<file path="config.mk">
export PLATFORM = sky130hd
export DESIGN_NAME = id_stage
export DESIGN_NICKNAME = d
export VERILOG_FILES = /design/src/hw/mips_pkg.sv /design/src/hw/inst_decoder.sv /design/src/hw/operand_mux.sv /design/src/hw/id_ex_reg.sv /design/src/hw/id_stage.sv
export SDC_FILE = /design/constraint.sdc
export NUM_CORES = 1
export LEC_CHECK = 0
export ABC_CLOCK_PERIOD_IN_PS = 2800
export BUFFER_PORTS_ARGS = -buffer_cell sky130_fd_sc_hd__buf_2
export CAP_MARGIN = 20
export CORE_MARGIN = 4
export CORE_UTILIZATION = 48
export CTS_BUF_LIST = sky130_fd_sc_hd__clkbuf_8 sky130_fd_sc_hd__clkbuf_16
export DETAILED_ROUTE_END_ITERATION = 8
export PLACE_DENSITY_LB_ADDON = 0.05
export SYNTH_ARGS = -nofsm -noshare
export SYNTH_HDL_FRONTEND = slang
export SYNTH_HIERARCHICAL = 1
export SYNTH_SLANG_ARGS = --single-unit
</file>
<file path="constraint.sdc">
create_clock -name clk_i -period 2.8 [get_ports clk_i]
set_clock_uncertainty 0.15 [all_clocks]
set_input_delay 0.14 -clock clk_i [delete_from_list [all_inputs] [get_ports clk_i]]
set_output_delay 0.14 -clock clk_i [all_outputs]
set_load 0.05 [all_outputs]
</file>
<file path="src/hw/mips_pkg.sv">
package mips_pkg;

    localparam int data_w     = 32;
    localparam int reg_addr_w = 5;
    localparam int inst_w     = 32;
    localparam int half_w     = 16;   // immediate field width
    localparam int opcode_w   = 6;
    localparam int funct_w    = 6;
    localparam int aluop_w    = 8;
    localparam int alusel_w   = 3;

    // instruction field positions
    localparam int op_hi  = 31;
    localparam int op_lo  = 26;
    localparam int rs_hi  = 25;
    localparam int rs_lo  = 21;
    localparam int rt_hi  = 20;
    localparam int rt_lo  = 16;
    localparam int rd_hi  = 15;
    localparam int rd_lo  = 11;
    localparam int sa_hi  = 10;
    localparam int sa_lo  = 6;
    localparam int fn_hi  = 5;
    localparam int fn_lo  = 0;
    localparam int imm_hi = 15;
    localparam int imm_lo = 0;

    localparam logic [data_w-1:0]     zero_word    = '0;
    localparam logic [reg_addr_w-1:0] nop_reg_addr = '0;

    // primary opcode, bits 31:26
    typedef enum logic [opcode_w-1:0] {
        op_special = 6'b000000,
        op_addi    = 6'b001000,
        op_addiu   = 6'b001001,
        op_slti    = 6'b001010,
        op_sltiu   = 6'b001011,
        op_andi    = 6'b001100,
        op_ori     = 6'b001101,
        op_xori    = 6'b001110,
        op_lui     = 6'b001111,
        op_pref    = 6'b110011
    } opcode_e;

    // function field of the special group, bits 5:0
    typedef enum logic [funct_w-1:0] {
        fn_sll  = 6'b000000,
        fn_srl  = 6'b000010,
        fn_sra  = 6'b000011,
        fn_sllv = 6'b000100,
        fn_srlv = 6'b000110,
        fn_srav = 6'b000111,
        fn_sync = 6'b001111,
        fn_add  = 6'b100000,
        fn_addu = 6'b100001,
        fn_sub  = 6'b100010,
        fn_subu = 6'b100011,
        fn_and  = 6'b100100,
        fn_or   = 6'b100101,
        fn_xor  = 6'b100110,
        fn_nor  = 6'b100111,
        fn_slt  = 6'b101010,
        fn_sltu = 6'b101011
    } funct_e;

    typedef enum logic [aluop_w-1:0] {
        alu_nop   = 8'b00000000,
        alu_srl   = 8'b00000010,
        alu_sra   = 8'b00000011,
        alu_add   = 8'b00100000,
        alu_addu  = 8'b00100001,
        alu_sub   = 8'b00100010,
        alu_subu  = 8'b00100011,
        alu_and   = 8'b00100100,
        alu_or    = 8'b00100101,
        alu_xor   = 8'b00100110,
        alu_nor   = 8'b00100111,
        alu_slt   = 8'b00101010,
        alu_sltu  = 8'b00101011,
        alu_addi  = 8'b01010101,
        alu_addiu = 8'b01010110,
        alu_sll   = 8'b01111100
    } aluop_e;

    typedef enum logic [alusel_w-1:0] {
        sel_nop   = 3'b000,
        sel_logic = 3'b001,
        sel_shift = 3'b010,
        sel_arith = 3'b100
    } alusel_e;

endpackage

</file>
<file path="src/hw/inst_decoder.sv">
`timescale 1ns/1ps

module inst_decoder (
    input  logic [mips_pkg::inst_w-1:0]     inst_i,
    output logic                            reg1_read_o,
    output logic                            reg2_read_o,
    output logic [mips_pkg::reg_addr_w-1:0] reg1_addr_o,
    output logic [mips_pkg::reg_addr_w-1:0] reg2_addr_o,
    output mips_pkg::aluop_e                aluop_o,
    output mips_pkg::alusel_e               alusel_o,
    output logic [mips_pkg::reg_addr_w-1:0] wd_o,
    output logic                            wreg_o,
    output logic [mips_pkg::data_w-1:0]     imm_o
);
    import mips_pkg::*;

    logic [opcode_w-1:0]    op;
    logic [funct_w-1:0]     fn;
    logic [sa_hi-sa_lo:0]   sa;
    logic [half_w-1:0]      imm16;
    logic [data_w-1:0]      imm_zext;
    logic [data_w-1:0]      imm_sext;
    logic [data_w-1:0]      imm_upper;
    logic [data_w-1:0]      imm_shamt;
    logic                   rr_hit;     // register-register form found
    logic                   ri_hit;     // register-immediate form found

    assign op    = inst_i[op_hi:op_lo];
    assign fn    = inst_i[fn_hi:fn_lo];
    assign sa    = inst_i[sa_hi:sa_lo];
    assign imm16 = inst_i[imm_hi:imm_lo];

    assign imm_zext  = data_w'(imm16);
    assign imm_sext  = {{(data_w-half_w){imm16[half_w-1]}}, imm16};
    assign imm_upper = {imm16, {(data_w-half_w){1'b0}}};
    assign imm_shamt = data_w'(sa);

    // read addresses are always the rs and rt fields
    assign reg1_addr_o = inst_i[rs_hi:rs_lo];
    assign reg2_addr_o = inst_i[rt_hi:rt_lo];

    always_comb begin
        aluop_o     = alu_nop;
        alusel_o    = sel_nop;
        wd_o        = inst_i[rd_hi:rd_lo];
        wreg_o      = 1'b0;
        reg1_read_o = 1'b0;
        reg2_read_o = 1'b0;
        imm_o       = zero_word;
        rr_hit      = 1'b0;
        ri_hit      = 1'b0;

        case (op)
            op_special: begin
                if (sa == '0) begin
                    rr_hit = 1'b1; // cleared again below for unknown codes
                    case (fn)
                        fn_or: begin
                            aluop_o  = alu_or;
                            alusel_o = sel_logic;
                        end
                        fn_and: begin
                            aluop_o  = alu_and;
                            alusel_o = sel_logic;
                        end
                        fn_xor: begin
                            aluop_o  = alu_xor;
                            alusel_o = sel_logic;
                        end
                        fn_nor: begin
                            aluop_o  = alu_nor;
                            alusel_o = sel_logic;
                        end
                        fn_sllv: begin
                            aluop_o  = alu_sll;
                            alusel_o = sel_shift;
                        end
                        fn_srlv: begin
                            aluop_o  = alu_srl;
                            alusel_o = sel_shift;
                        end
                        fn_srav: begin
                            aluop_o  = alu_sra;
                            alusel_o = sel_shift;
                        end
                        fn_slt: begin
                            aluop_o  = alu_slt;
                            alusel_o = sel_arith;
                        end
                        fn_sltu: begin
                            aluop_o  = alu_sltu;
                            alusel_o = sel_arith;
                        end
                        fn_add: begin
                            aluop_o  = alu_add;
                            alusel_o = sel_arith;
                        end
                        fn_addu: begin
                            aluop_o  = alu_addu;
                            alusel_o = sel_arith;
                        end
                        fn_sub: begin
                            aluop_o  = alu_sub;
                            alusel_o = sel_arith;
                        end
                        fn_subu: begin
                            aluop_o  = alu_subu;
                            alusel_o = sel_arith;
                        end
                        fn_sync: begin
                            rr_hit      = 1'b0;
                            reg2_read_o = 1'b1; // sync still reads rt
                        end
                        default: begin
                            rr_hit = 1'b0;
                        end
                    endcase
                end
            end
            op_ori: begin
                ri_hit   = 1'b1;
                aluop_o  = alu_or;
                alusel_o = sel_logic;
                imm_o    = imm_zext;
            end
            op_andi: begin
                ri_hit   = 1'b1;
                aluop_o  = alu_and;
                alusel_o = sel_logic;
                imm_o    = imm_zext;
            end
            op_xori: begin
                ri_hit   = 1'b1;
                aluop_o  = alu_xor;
                alusel_o = sel_logic;
                imm_o    = imm_zext;
            end
            op_lui: begin
                ri_hit   = 1'b1;
                aluop_o  = alu_or;  // or with rs, as the ISA puts rs at zero
                alusel_o = sel_logic;
                imm_o    = imm_upper;
            end
            op_slti: begin
                ri_hit   = 1'b1;
                aluop_o  = alu_slt;
                alusel_o = sel_arith;
                imm_o    = imm_sext;
            end
            op_sltiu: begin
                ri_hit   = 1'b1;
                aluop_o  = alu_sltu;
                alusel_o = sel_arith;
                imm_o    = imm_sext;
            end
            op_addi: begin
                ri_hit   = 1'b1;
                aluop_o  = alu_addi;
                alusel_o = sel_arith;
                imm_o    = imm_sext;
            end
            op_addiu: begin
                ri_hit   = 1'b1;
                aluop_o  = alu_addiu;
                alusel_o = sel_arith;
                imm_o    = imm_sext;
            end
            default: begin  // pref and unknown words stay no-op
            end
        endcase

        if (rr_hit) begin
            wreg_o      = 1'b1;
            reg1_read_o = 1'b1;
            reg2_read_o = 1'b1;
        end

        if (ri_hit) begin
            wreg_o      = 1'b1;
            reg1_read_o = 1'b1;
            wd_o        = inst_i[rt_hi:rt_lo];
        end

        // shift by amount, overrides the funct decode above
        if (inst_i[op_hi:rs_lo] == '0) begin
            if (fn == fn_sll || fn == fn_srl || fn == fn_sra) begin
                wreg_o      = 1'b1;
                alusel_o    = sel_shift;
                reg1_read_o = 1'b0;
                reg2_read_o = 1'b1;
                imm_o       = imm_shamt;
                wd_o        = inst_i[rd_hi:rd_lo];
                case (fn)
                    fn_sll:  aluop_o = alu_sll;
                    fn_srl:  aluop_o = alu_srl;
                    default: aluop_o = alu_sra;
                endcase
            end
        end
    end

endmodule

</file>
<file path="src/hw/operand_mux.sv">
`timescale 1ns/1ps

module operand_mux (
    input  logic                            read_i,
    input  logic [mips_pkg::reg_addr_w-1:0] addr_i,
    input  logic [mips_pkg::data_w-1:0]     reg_data_i,
    input  logic [mips_pkg::data_w-1:0]     imm_i,
    input  logic                            ex_wreg_i,
    input  logic [mips_pkg::reg_addr_w-1:0] ex_wd_i,
    input  logic [mips_pkg::data_w-1:0]     ex_wdata_i,
    input  logic                            mem_wreg_i,
    input  logic [mips_pkg::reg_addr_w-1:0] mem_wd_i,
    input  logic [mips_pkg::data_w-1:0]     mem_wdata_i,
    output logic [mips_pkg::data_w-1:0]     operand_o
);
    import mips_pkg::*;

    logic ex_hit;
    logic mem_hit;

    assign ex_hit  = ex_wreg_i && (ex_wd_i == addr_i);
    assign mem_hit = mem_wreg_i && (mem_wd_i == addr_i);

    always_comb begin
        if (!read_i) begin
            operand_o = imm_i;          // port unused, pass immediate
        end else if (ex_hit) begin
            operand_o = ex_wdata_i;     // youngest result wins
        end else if (mem_hit) begin
            operand_o = mem_wdata_i;
        end else begin
            operand_o = reg_data_i;
        end
    end

endmodule

</file>
<file path="src/hw/id_ex_reg.sv">
`timescale 1ns/1ps

module id_ex_reg (
    input  logic                            clk_i,
    input  logic                            rst_i,
    input  mips_pkg::aluop_e                aluop_i,
    input  mips_pkg::alusel_e               alusel_i,
    input  logic [mips_pkg::data_w-1:0]     reg1_i,
    input  logic [mips_pkg::data_w-1:0]     reg2_i,
    input  logic [mips_pkg::reg_addr_w-1:0] wd_i,
    input  logic                            wreg_i,
    output mips_pkg::aluop_e                aluop_o,
    output mips_pkg::alusel_e               alusel_o,
    output logic [mips_pkg::data_w-1:0]     reg1_o,
    output logic [mips_pkg::data_w-1:0]     reg2_o,
    output logic [mips_pkg::reg_addr_w-1:0] wd_o,
    output logic                            wreg_o
);
    import mips_pkg::*;

    // control fields, reset to a bubble
    always_ff @(posedge clk_i) begin
        if (rst_i) begin
            aluop_o  <= alu_nop;
            alusel_o <= sel_nop;
            wd_o     <= nop_reg_addr;
            wreg_o   <= 1'b0;
        end else begin
            aluop_o  <= aluop_i;
            alusel_o <= alusel_i;
            wd_o     <= wd_i;
            wreg_o   <= wreg_i;
        end
    end

    // operands also read as zero in a bubble
    always_ff @(posedge clk_i) begin
        if (rst_i) begin
            reg1_o <= zero_word;
            reg2_o <= zero_word;
        end else begin
            reg1_o <= reg1_i;
            reg2_o <= reg2_i;
        end
    end

endmodule

</file>
<file path="src/hw/id_stage.sv">
`timescale 1ns/1ps

module id_stage (
    input  logic                            clk_i,
    input  logic                            rst_i,
    input  logic [mips_pkg::inst_w-1:0]     inst_i,

    // register file
    input  logic [mips_pkg::data_w-1:0]     reg1_data_i,
    input  logic [mips_pkg::data_w-1:0]     reg2_data_i,
    output logic                            reg1_read_o,
    output logic                            reg2_read_o,
    output logic [mips_pkg::reg_addr_w-1:0] reg1_addr_o,
    output logic [mips_pkg::reg_addr_w-1:0] reg2_addr_o,

    // forwards from later stages
    input  logic                            ex_wreg_i,
    input  logic [mips_pkg::reg_addr_w-1:0] ex_wd_i,
    input  logic [mips_pkg::data_w-1:0]     ex_wdata_i,
    input  logic                            mem_wreg_i,
    input  logic [mips_pkg::reg_addr_w-1:0] mem_wd_i,
    input  logic [mips_pkg::data_w-1:0]     mem_wdata_i,

    // to EX, registered
    output mips_pkg::aluop_e                aluop_o,
    output mips_pkg::alusel_e               alusel_o,
    output logic [mips_pkg::data_w-1:0]     reg1_o,
    output logic [mips_pkg::data_w-1:0]     reg2_o,
    output logic [mips_pkg::reg_addr_w-1:0] wd_o,
    output logic                            wreg_o
);
    import mips_pkg::*;

    aluop_e                 dec_aluop;
    alusel_e                dec_alusel;
    logic [reg_addr_w-1:0]  dec_wd;
    logic                   dec_wreg;
    logic [data_w-1:0]      dec_imm;
    logic [data_w-1:0]      op1;
    logic [data_w-1:0]      op2;

    inst_decoder u_dec (
        .inst_i      (inst_i),
        .reg1_read_o (reg1_read_o),
        .reg2_read_o (reg2_read_o),
        .reg1_addr_o (reg1_addr_o),
        .reg2_addr_o (reg2_addr_o),
        .aluop_o     (dec_aluop),
        .alusel_o    (dec_alusel),
        .wd_o        (dec_wd),
        .wreg_o      (dec_wreg),
        .imm_o       (dec_imm)
    );

    operand_mux u_op1 (
        .read_i      (reg1_read_o),
        .addr_i      (reg1_addr_o),
        .reg_data_i  (reg1_data_i),
        .imm_i       (dec_imm),
        .ex_wreg_i   (ex_wreg_i),
        .ex_wd_i     (ex_wd_i),
        .ex_wdata_i  (ex_wdata_i),
        .mem_wreg_i  (mem_wreg_i),
        .mem_wd_i    (mem_wd_i),
        .mem_wdata_i (mem_wdata_i),
        .operand_o   (op1)
    );

    operand_mux u_op2 (
        .read_i      (reg2_read_o),
        .addr_i      (reg2_addr_o),
        .reg_data_i  (reg2_data_i),
        .imm_i       (dec_imm),
        .ex_wreg_i   (ex_wreg_i),
        .ex_wd_i     (ex_wd_i),
        .ex_wdata_i  (ex_wdata_i),
        .mem_wreg_i  (mem_wreg_i),
        .mem_wd_i    (mem_wd_i),
        .mem_wdata_i (mem_wdata_i),
        .operand_o   (op2)
    );

    id_ex_reg u_id_ex (
        .clk_i    (clk_i),
        .rst_i    (rst_i),
        .aluop_i  (dec_aluop),
        .alusel_i (dec_alusel),
        .reg1_i   (op1),
        .reg2_i   (op2),
        .wd_i     (dec_wd),
        .wreg_i   (dec_wreg),
        .aluop_o  (aluop_o),
        .alusel_o (alusel_o),
        .reg1_o   (reg1_o),
        .reg2_o   (reg2_o),
        .wd_o     (wd_o),
        .wreg_o   (wreg_o)
    );

endmodule

</file>
==> flow_summary.yaml, run 1 <==
status:
  outcome: "complete, no violations"
detailed_routing:
  routedWlPerCell_um: 18.5
  drt_first_pass_iters: 5
  ant_nets: 0
  vias: 5611
  via_per_inst: 5.58
  wl_mm: 18.7
  first_iter_violations: 464
  drc_errors: 0
synth:
  ys_seq_elements: 81
  synthFlopType: "dfxtp_1"
  ys_warn_count: 6
  yosysSeqAreaShare_pct: 28.4
  synth_edf_count: 0
  synthCells: 636
  async_flop_share_pct: 0
  synth_area_mm2: 0.00572
  ys_types: 53
  synth_area_per_cell_um2: 8.99
  syn_nets: 810
clock_tree:
  cts_tree: "done"
  clockBufferDepth: 2
  htreeDepth: 3
  cts_resized: 0
  cts_root_buf: "clkbuf_16"
  holdBufCountCts: 0
  cts.sinks: 81
  path_clk_slew_ns: 0.06
  cts_setup_buffers: 0
  cts_buffers: 9
global_route:
  grt_pass1_vias: 5456
  grt_max_degree: 43
  antenna_found_initial: 0
  grt_use_total_pct: 26.3
  grt_pass1_wl_mm: 27.6
  overflow: 0
placed_design:
  port_buffers: 266
  dp.cells: 991
  gp_congestion: 0.965
  dpl.hpwl_mm: 14.4
  dp_slack_ns: 0.154
timing:
  drv_slew: 0
  finalSetupViolCount: 0
  fin_ws_ns: 0.228
  hold_viol_final: 0
  rsz0062_at_grt: "no"
  fin_crit_ns: 2.57
  relSlewSlack_pct: 50.4
  timing.final.crit_share_pct: 91.8
  fin_setup_tns_ns: 0
  max_freq_mhz: 389
  worst_pin_slew_ns: 0.744
die:
  rows: 39
  core_mm2: 0.0115
  dieArea_mm2: 0.0137
  die_x_um: 117
  die_h_um: 117
  ios: 267
  initial_utilization_pct: 49.6
critical_path:
  crit_path_max_fanout: 21
  path_buf_inv: 3
  cp.required_ns: 2.51
  crit_chain: "buf_2, or4_4, a211oi_4, o211ai_2, nand3_4, buf_4, buf_2"
  crit_arrival_ns: 2.28
  end_kind: "output port"
  path_class: "primary input to output port"
  cpMostUsedCell: "buf_2"
  slowest_stage: "or4_4"
  critical-path-max-stage-delay_ns: 0.57
  startpoint_type: "primary input"
  critical-path-top-delay-family: "simple AND/OR/NAND/NOR gates"
layout:
  stdcell_count: 1006
  nets: 1033
  final_util_pct: 62.5
  syn_to_final_growth_pct: 25.8
  diodes: 0
  drive_above_1_share_pct: 41.8
power_and_ir_drop:
  power_mw: 3.18
  p_leak_nw: 3.30
  powerDensity_mw_per_mm2: 441
  worst_ir_drop_vdd_v: 0.000286
min_path:
  min-delay-start: "ex_wdata_i[28]"
  whs_path_depth: 4
  whs_endpoint: "u_id_ex/reg1_o[28]"
  hold_class: "primary input to register"
flow_run:
  cap_viol_max_count: 0
-- sequential cells by signal (all words and copies together) (netlist names) --
register / flops
u_id_ex/aluop_o: 8
u_id_ex/alusel_o: 3
u_id_ex/reg1_o: 32
u_id_ex/reg2_o: 32
u_id_ex/wd_o: 5
u_id_ex/wreg_o: 1
-- through the flow --
stage | instance area (um2) | hold slack (ns)
2_1_floorplan | 5720 | 0.193
3_3_place_gp | 6850 | 0.347
3_5_place_dp | 6850 | 0.361
4_1_cts | 7190 | 0.00449
5_1_grt | 7190 | 0.0293
6_report | 7190 | 0.0126
-- layer usage --
layer,up-vias,GRT usage (%),part of all wire (%)
met5,-,0,0
met4,0,8.33,2.2
met3,31,7.10,8.6
met2,290,45.1,49
met1,2602,32.1,40
li1,2688,-,-
-- worst max-delay path by stage --
| stage | endpoint | startpoint | slack [ns] | depth (start not counted) |
|---|---|---|---|---|
| 6_report | reg2_read_o | inst_i[27] | 0.23 | 7 |
| 3_5_place_dp | u_id_ex/reg2_o[3] | inst_i[27] | 0.15 | 8 |
| 2_1_floorplan | u_id_ex/reg1_o[11] | inst_i[27] | 0.03 | 11 |
| 3_3_place_gp | u_id_ex/reg2_o[3] | inst_i[27] | 0.22 | 8 |
| 4_1_cts | reg2_read_o | inst_i[27] | 0.25 | 7 |
| 5_1_grt | reg2_read_o | inst_i[27] | 0.15 | 7 |
-- Yosys cell counts (3+ instances only) --
cell,number,area share (%)
nor2b_1,106,12
dfxtp_1,81,28
mux2i_1,64,11
nand3_1,46,4.0
inv_1,43,2.8
o221ai_2,36,9.5
a31oi_1,26,2.8
nand2_1,19,1.2
clkbuf_1,18,1.2
and3_1,17,1.9
a21o_1,16,2.1
o21ai_1,16,1.4
xor2_1,16,2.5
buf_2,14,1.2
buf_6,14,2.8
buf_4,13,1.7
nor4_1,8,0.88
o21ai_2,8,1.2
nor2_1,7,0.46
buf_12,6,2.1
a22o_1,5,0.77
o21ai_0,5,0.44
a21oi_1,4,0.35
buf_8,4,1.1
o221ai_1,4,0.61
xnor2_1,4,0.61
o211ai_2,3,0.66
-- layout by cell type, fill, tap and decap left out, types with 3 or more instances in the layout --
| cell | netlist | layout |
|---|---|---|
| nand3_1 | 46 | 45 |
| o221ai_2 | 36 | 36 |
| o221ai_1 | 4 | 4 |
| o21ai_2 | 8 | 8 |
| nor4_1 | 8 | 8 |
| o21ai_0 | 5 | 5 |
| nor2b_1 | 106 | 106 |
| bufinv_16 | 0 | 3 |
| a31oi_1 | 26 | 26 |
| xor2_1 | 16 | 16 |
| mux2i_1 | 64 | 64 |
| dfxtp_1 | 81 | 81 |
| buf_2 | 14 | 266 |
| buf_4 | 13 | 12 |
| clkbuf_16 | 0 | 9 |
| xnor2_1 | 4 | 4 |
| and3_1 | 17 | 15 |
| a21o_1 | 16 | 16 |
| nand2_1 | 19 | 18 |
| a22o_1 | 5 | 5 |
| o21ai_1 | 16 | 16 |
| nor2_1 | 7 | 7 |
| a21oi_1 | 4 | 4 |
| inv_1 | 43 | 43 |
| o211ai_2 | 3 | 3 |
| buf_12 | 6 | 5 |
-- area by class of cell --
cell class	instances	area, um2
fill	1019	4320
multi-input combinational	441	3370
sequential	81	1620
timing repair buffer	283	1520
clock buffer	10	239
tap	143	179
inverter	43	161
clock inverter	5	104
-- logic make-up after synthesis --
group	synth area share (%)
AOI/OAI and AO/OA	21.4
xor gates and xnor gates	3.06
buffers and inverters	13.0
DFF	28.4
muxes	11.2
other	0.0656
and+or+nand+nor	22.9
-- where the power goes --
group	total (mW)	leakage (nW)	internal, mW	switching, mW
logic	0.622	2.48	0.233	0.389
clock network	1.37	0.169	0.891	0.475
registers	1.19	0.658	1.18	0.00817
Power figures use the tool's default switching activity.
==> inputs of run 2 (changes only) <==
--- a/config.mk
+++ b/config.mk
@@ -13,6 +13,7 @@
 export CTS_BUF_LIST = sky130_fd_sc_hd__clkbuf_8 sky130_fd_sc_hd__clkbuf_16
 export DETAILED_ROUTE_END_ITERATION = 8
 export PLACE_DENSITY_LB_ADDON = 0.05
+export RECOVER_POWER = 25
 export SYNTH_ARGS = -nofsm -noshare
 export SYNTH_HDL_FRONTEND = slang
 export SYNTH_HIERARCHICAL = 1
==> run 2 against run 1 <==
Fmax is essentially flat. Largest power group unchanged. Wire length grew 0.64%. Clock-buffer cell count is the same. Sequential share of layout area grew 0.15 points. Critical endpoint unchanged. Combinational power shrank 0.8%. First-iteration DRC count shrank 8.8%.
==> flow_summary.yaml, run 2 (synthesized netlist as in run 1, its figures left out) <==
critical_path:
  crit_path_max_fanout: 21
  startpoint_type: "primary input"
  critical-path-max-stage-delay_ns: 0.57
  critical-path-top-delay-family: "simple AND/OR/NAND/NOR gates"
  cpMostUsedCell: "buf_2"
  slowest_stage: "or4_4"
  end_kind: "output port"
  path_buf_inv: 3
  crit_chain: "buf_2, or4_4, a211oi_4, o211ai_2, nand3_4, buf_4, buf_2"
  crit_arrival_ns: 2.28
  path_class: "primary input to output port"
  cp.required_ns: 2.51
layout:
  final_cell_mix: "227 x buf_2, 106 x nor2b_1, 81 x dfxtp_1"
  reg_top3: "u_id_ex/reg1_o x32, u_id_ex/reg2_o x32, u_id_ex/aluop_o x8"
  drive_above_1_share_pct: 37.3
  nets: 1033
  syn_to_final_growth_pct: 25.0
  diodes: 0
  final_util_pct: 62.0
  final_common_cell: "buf_2"
global_route:
  grt_use_total_pct: 26.3
  grt_pass1_vias: 5456
  antenna_found_initial: 0
  overflow: 0
  grt_pass1_wl_mm: 27.6
  grt_max_degree: 43
clock_tree:
  path_clk_slew_ns: 0.07
  htreeDepth: 3
  cts_root_buf: "clkbuf_16"
  clockBufferDepth: 2
  cts_setup_buffers: 0
  cts_tree: "done"
  cts_resized: 0
  holdBufCountCts: 0
  cts.sinks: 81
  cts_buffers: 9
die:
  ios: 267
  die_h_um: 117
  dieArea_mm2: 0.0137
  die_x_um: 117
  initial_utilization_pct: 49.6
  rows: 39
  core_mm2: 0.0115
detailed_routing:
  routedWlPerCell_um: 18.7
  drt_first_pass_iters: 6
  first_iter_violations: 423
  ant_nets: 0
  via_per_inst: 5.57
  drc_errors: 0
  vias: 5607
  wl_mm: 18.8
placed_design:
  dp_slack_ns: 0.154
  dpl.hpwl_mm: 14.4
  port_buffers: 266
  gp_congestion: 0.965
timing:
  timing.final.crit_share_pct: 91.9
  fin_setup_tns_ns: 0
  fin_crit_ns: 2.57
  hold_viol_final: 0
  worst_pin_slew_ns: 0.732
  drv_slew: 0
  max_freq_mhz: 389
  fin_ws_ns: 0.227
  rsz0062_at_grt: "no"
  finalSetupViolCount: 0
  fin_hold_ws_ns: 0.00977
  relSlewSlack_pct: 51.2
status:
  outcome: "complete, no violations"
flow_run:
  cap_viol_max_count: 0
power_and_ir_drop:
  power_mw: 3.18
  p_leak_nw: 3.16
  powerDensity_mw_per_mm2: 445
  worst_ir_drop_vdd_v: 0.000287
min_path:
  whs_path_depth: 4
  hold_class: "primary input to register"
  whs_endpoint: "u_id_ex/reg2_o[1]"
  min-delay-start: "ex_wdata_i[1]"
==> run 2: cell count changes in the layout (fill, tap and decap cells not counted) <==
cell,change
buf_2,-39
clkbuf_1,+39
==> run 2: layer usage <==
layer / share of wire (%) / vias up / GRT usage [%]
met3: 8.1 / 37 / 7.10
met4: 2.4 / 0 / 8.33
li1: - / 2692 / -
met2: 49 / 274 / 45.1
met1: 41 / 2604 / 32.1
met5: 0 / - / 0
==> run 2: how the worst max path moves through the flow <==
| stage | startpoint | end | slack [ns] | depth (start not counted) |
|---|---|---|---|---|
| 2_1_floorplan | inst_i[27] | u_id_ex/reg1_o[11] | 0.03 | 11 |
| 3_3_place_gp | inst_i[27] | u_id_ex/reg2_o[3] | 0.22 | 8 |
| 3_5_place_dp | inst_i[27] | u_id_ex/reg2_o[3] | 0.15 | 8 |
| 4_1_cts | inst_i[27] | reg2_read_o | 0.25 | 7 |
| 5_1_grt | inst_i[27] | reg2_read_o | 0.15 | 7 |
| 6_report | inst_i[27] | reg2_read_o | 0.23 | 7 |
==> run 2: report_power, final <==
part	total (mW)	internal, mW	switching, mW
Combinational	0.617	0.228	0.389
Clock	1.37	0.891	0.481
Sequential	1.19	1.18	0.00853
Total	3.18	2.30	0.878
==> run 2: layout make-up <==
| class | count | area [um2] |
|---|---|---|
| clock buffers | 10 | 239 |
| clock inverters | 5 | 104 |
| well taps | 143 | 179 |
| multi-input cells | 441 | 3370 |
| flip-flops and latches | 81 | 1620 |
| inverters | 43 | 161 |
| fillers | 1043 | 4370 |
| repair buffers | 283 | 1470 |
==> run 2: through the flow <==
step | std cells | area [um2]
CTS | 1006 | 7190
global route | 1006 | 7150
finish | 1006 | 7150
detailed placement | 991 | 6850
global placement | 991 | 6850
floorplan | 636 | 5720
==> inputs of run 3 (changes only) <==
--- a/config.mk
+++ b/config.mk
@@ -6,12 +6,13 @@
 export NUM_CORES = 1
 export LEC_CHECK = 0
 export ABC_CLOCK_PERIOD_IN_PS = 2800
-export BUFFER_PORTS_ARGS = -buffer_cell sky130_fd_sc_hd__buf_2
 export CAP_MARGIN = 20
+export CORE_ASPECT_RATIO = 1.75
 export CORE_MARGIN = 4
-export CORE_UTILIZATION = 48
+export CORE_UTILIZATION = 50
 export CTS_BUF_LIST = sky130_fd_sc_hd__clkbuf_8 sky130_fd_sc_hd__clkbuf_16
 export DETAILED_ROUTE_END_ITERATION = 8
+export DONT_BUFFER_PORTS = 1
 export PLACE_DENSITY_LB_ADDON = 0.05
 export RECOVER_POWER = 25
 export SYNTH_ARGS = -nofsm -noshare
==> run 3 against run 2 <==
Sequential cell count stayed put. Critical path type is now primary input to register. First-iteration DRC count decreased by 57%. Highest routed layer unchanged. Fmax down 6.9%. Power down 6.2%. Critical path depth up 2. Clock-buffer cell count increased by 1.
==> flow_summary.yaml, run 3 (synthesized netlist as in run 1, its figures left out) <==
status:
  outcome: "complete, no violations"
detailed_routing:
  drc_errors: 0
  vias: 5214
  drt_first_pass_iters: 5
  ant_nets: 0
  first_iter_violations: 181
  routedWlPerCell_um: 22.9
  wl_mm: 19.8
  via_per_inst: 6.02
timing:
  fin_ws_ns: 0.0361
  hold_viol_final: 0
  relSlewSlack_pct: 58.2
  fin_crit_ns: 2.76
  timing.final.crit_share_pct: 98.7
  fin_setup_tns_ns: 0
  max_freq_mhz: 362
  worst_pin_slew_ns: 0.626
  rsz0062_at_grt: "no"
  finalSetupViolCount: 0
  drv_slew: 0
power_and_ir_drop:
  intPower_mw: 2.17
  p_leak_nw: 2.77
  comb_power_share_pct: 14.9
  sw_frac_of_total_pct: 27.2
  powerDensity_mw_per_mm2: 415
  p_seq_share_pct: 43.5
  worst_ir_drop_vdd_v: 0.000391
  clockPowerShare_pct: 41.7
  power_mw: 2.98
  switching_power_mw: 0.810
die:
  die_h_um: 149
  core_mm2: 0.0112
  die_x_um: 88.8
  ios: 267
  dieArea_mm2: 0.0133
  initial_utilization_pct: 51.2
  rows: 51
critical_path:
  crit_path_start: "inst_i[17]"
  crit_path_max_fanout: 18
  startpoint_type: "primary input"
  cp.required_ns: 2.87
  crit_arrival_ns: 2.83
  end_kind: "register"
  path_class: "primary input to register"
layout:
  fillers: 938
  regArea_mm2: 0.00162
  nets: 903
  syn_to_final_growth_pct: 25.6
  stdcell_count: 866
  final_util_pct: 64.3
  multi_input_area_mm2: 0.00341
  drive_above_1_share_pct: 13.5
  final_cell_mix: "133 x dlygate4sd3_1, 106 x nor2b_1, 81 x dfxtp_1"
  final_common_cell: "dlygate4sd3_1"
  reg_top3: "u_id_ex/reg1_o x32, u_id_ex/reg2_o x32, u_id_ex/aluop_o x8"
  diodes: 0
clock_tree:
  cts_tree: "done"
  cts_buffers: 9
  cts_root_buf: "clkbuf_16"
  clockBufferDepth: 2
  cts.sinks: 81
  htreeDepth: 3
  path_clk_slew_ns: 0.06
global_route:
  antenna_found_initial: 0
  grt_use_total_pct: 28.6
  grt_pass1_wl_mm: 29.0
  overflow: 0
  grt_max_degree: 81
  grt_pass1_vias: 5512
placed_design:
  port_buffers: 0
  dpl.hpwl_mm: 13.2
  gp_congestion: 0.913
  dp_slack_ns: 0.191
  dp.cells: 713
min_path:
  hold_class: "primary input to register"
  min-delay-start: "rst_i"
flow_run:
  cap_viol_max_count: 0
-- run 3: cell count changes in the layout (fill, tap and decap cells not counted), moves of 2 or more --
cell | before | now
buf_12 | 5 | 2
buf_2 | 227 | 0
bufinv_16 | 3 | 1
clkbuf_1 | 39 | 0
dlygate4sd3_1 | 0 | 133
-- run 3: path summary, 6_finish.rpt --
| kind | end | slack [ns] | cells past startpoint |
|---|---|---|---|
| max | u_id_ex/reg2_o[21] | 0.04 | 9 |
| min | u_id_ex/aluop_o[4] | 0.02 | 2 |
-- run 3: timing repair --
item | CTS | global route
hold buffers | 134 | 0
setup buffers | 0 | 0
gates resized for setup | 0 | 3
endpoints found under the setup margin | 0 | 32
hold endpoints to repair | 80 | 0
-- run 3: layout make-up --
class / instances / share of cell area (%)
clock buffers: 11 / 3.52
clock inverters: 5 / 0.854
inverters: 43 / 2.25
multi-input cells: 444 / 47.5
flip-flops and latches: 81 / 22.6
well taps: 132 / 2.30
repair buffers: 150 / 21.0
-- run 3: through the flow --
step	area, um2	hold slack [ns]
finish	7180	0.0150
global route	7180	0.0140
CTS	7140	0.000136
detailed placement	5470	0.0713
global placement	5470	0.0710
floorplan	5720	0.193
-- run 3: power groups by stage --
stage	Sequential [mW]	Clock (mW)	Combinational, mW
floorplan	1.32	0	0.300
global placement	1.32	0	0.253
detailed placement	1.32	0	0.257
CTS	1.30	1.26	0.431
global route	1.30	1.32	0.476
finish	1.30	1.24	0.444
-- run 3: routing by layer --
layer  track usage [%]  wire length [um]
met5                 0                 0
met1              29.8              6680
met3              7.88              1630
met2              52.4             10800
met4              11.1               658
-- run 3: worst max-delay path, cell delays in order --
cell and delay [ns]:
xor2_1 0.15, nor4_1 0.30, and3_2 0.30, buf_4 0.34, mux2i_1 0.25, dlygate4sd3_1 0.57, o21ai_1 0.06, dlygate4sd3_1 0.56
nor2b_1 0.13
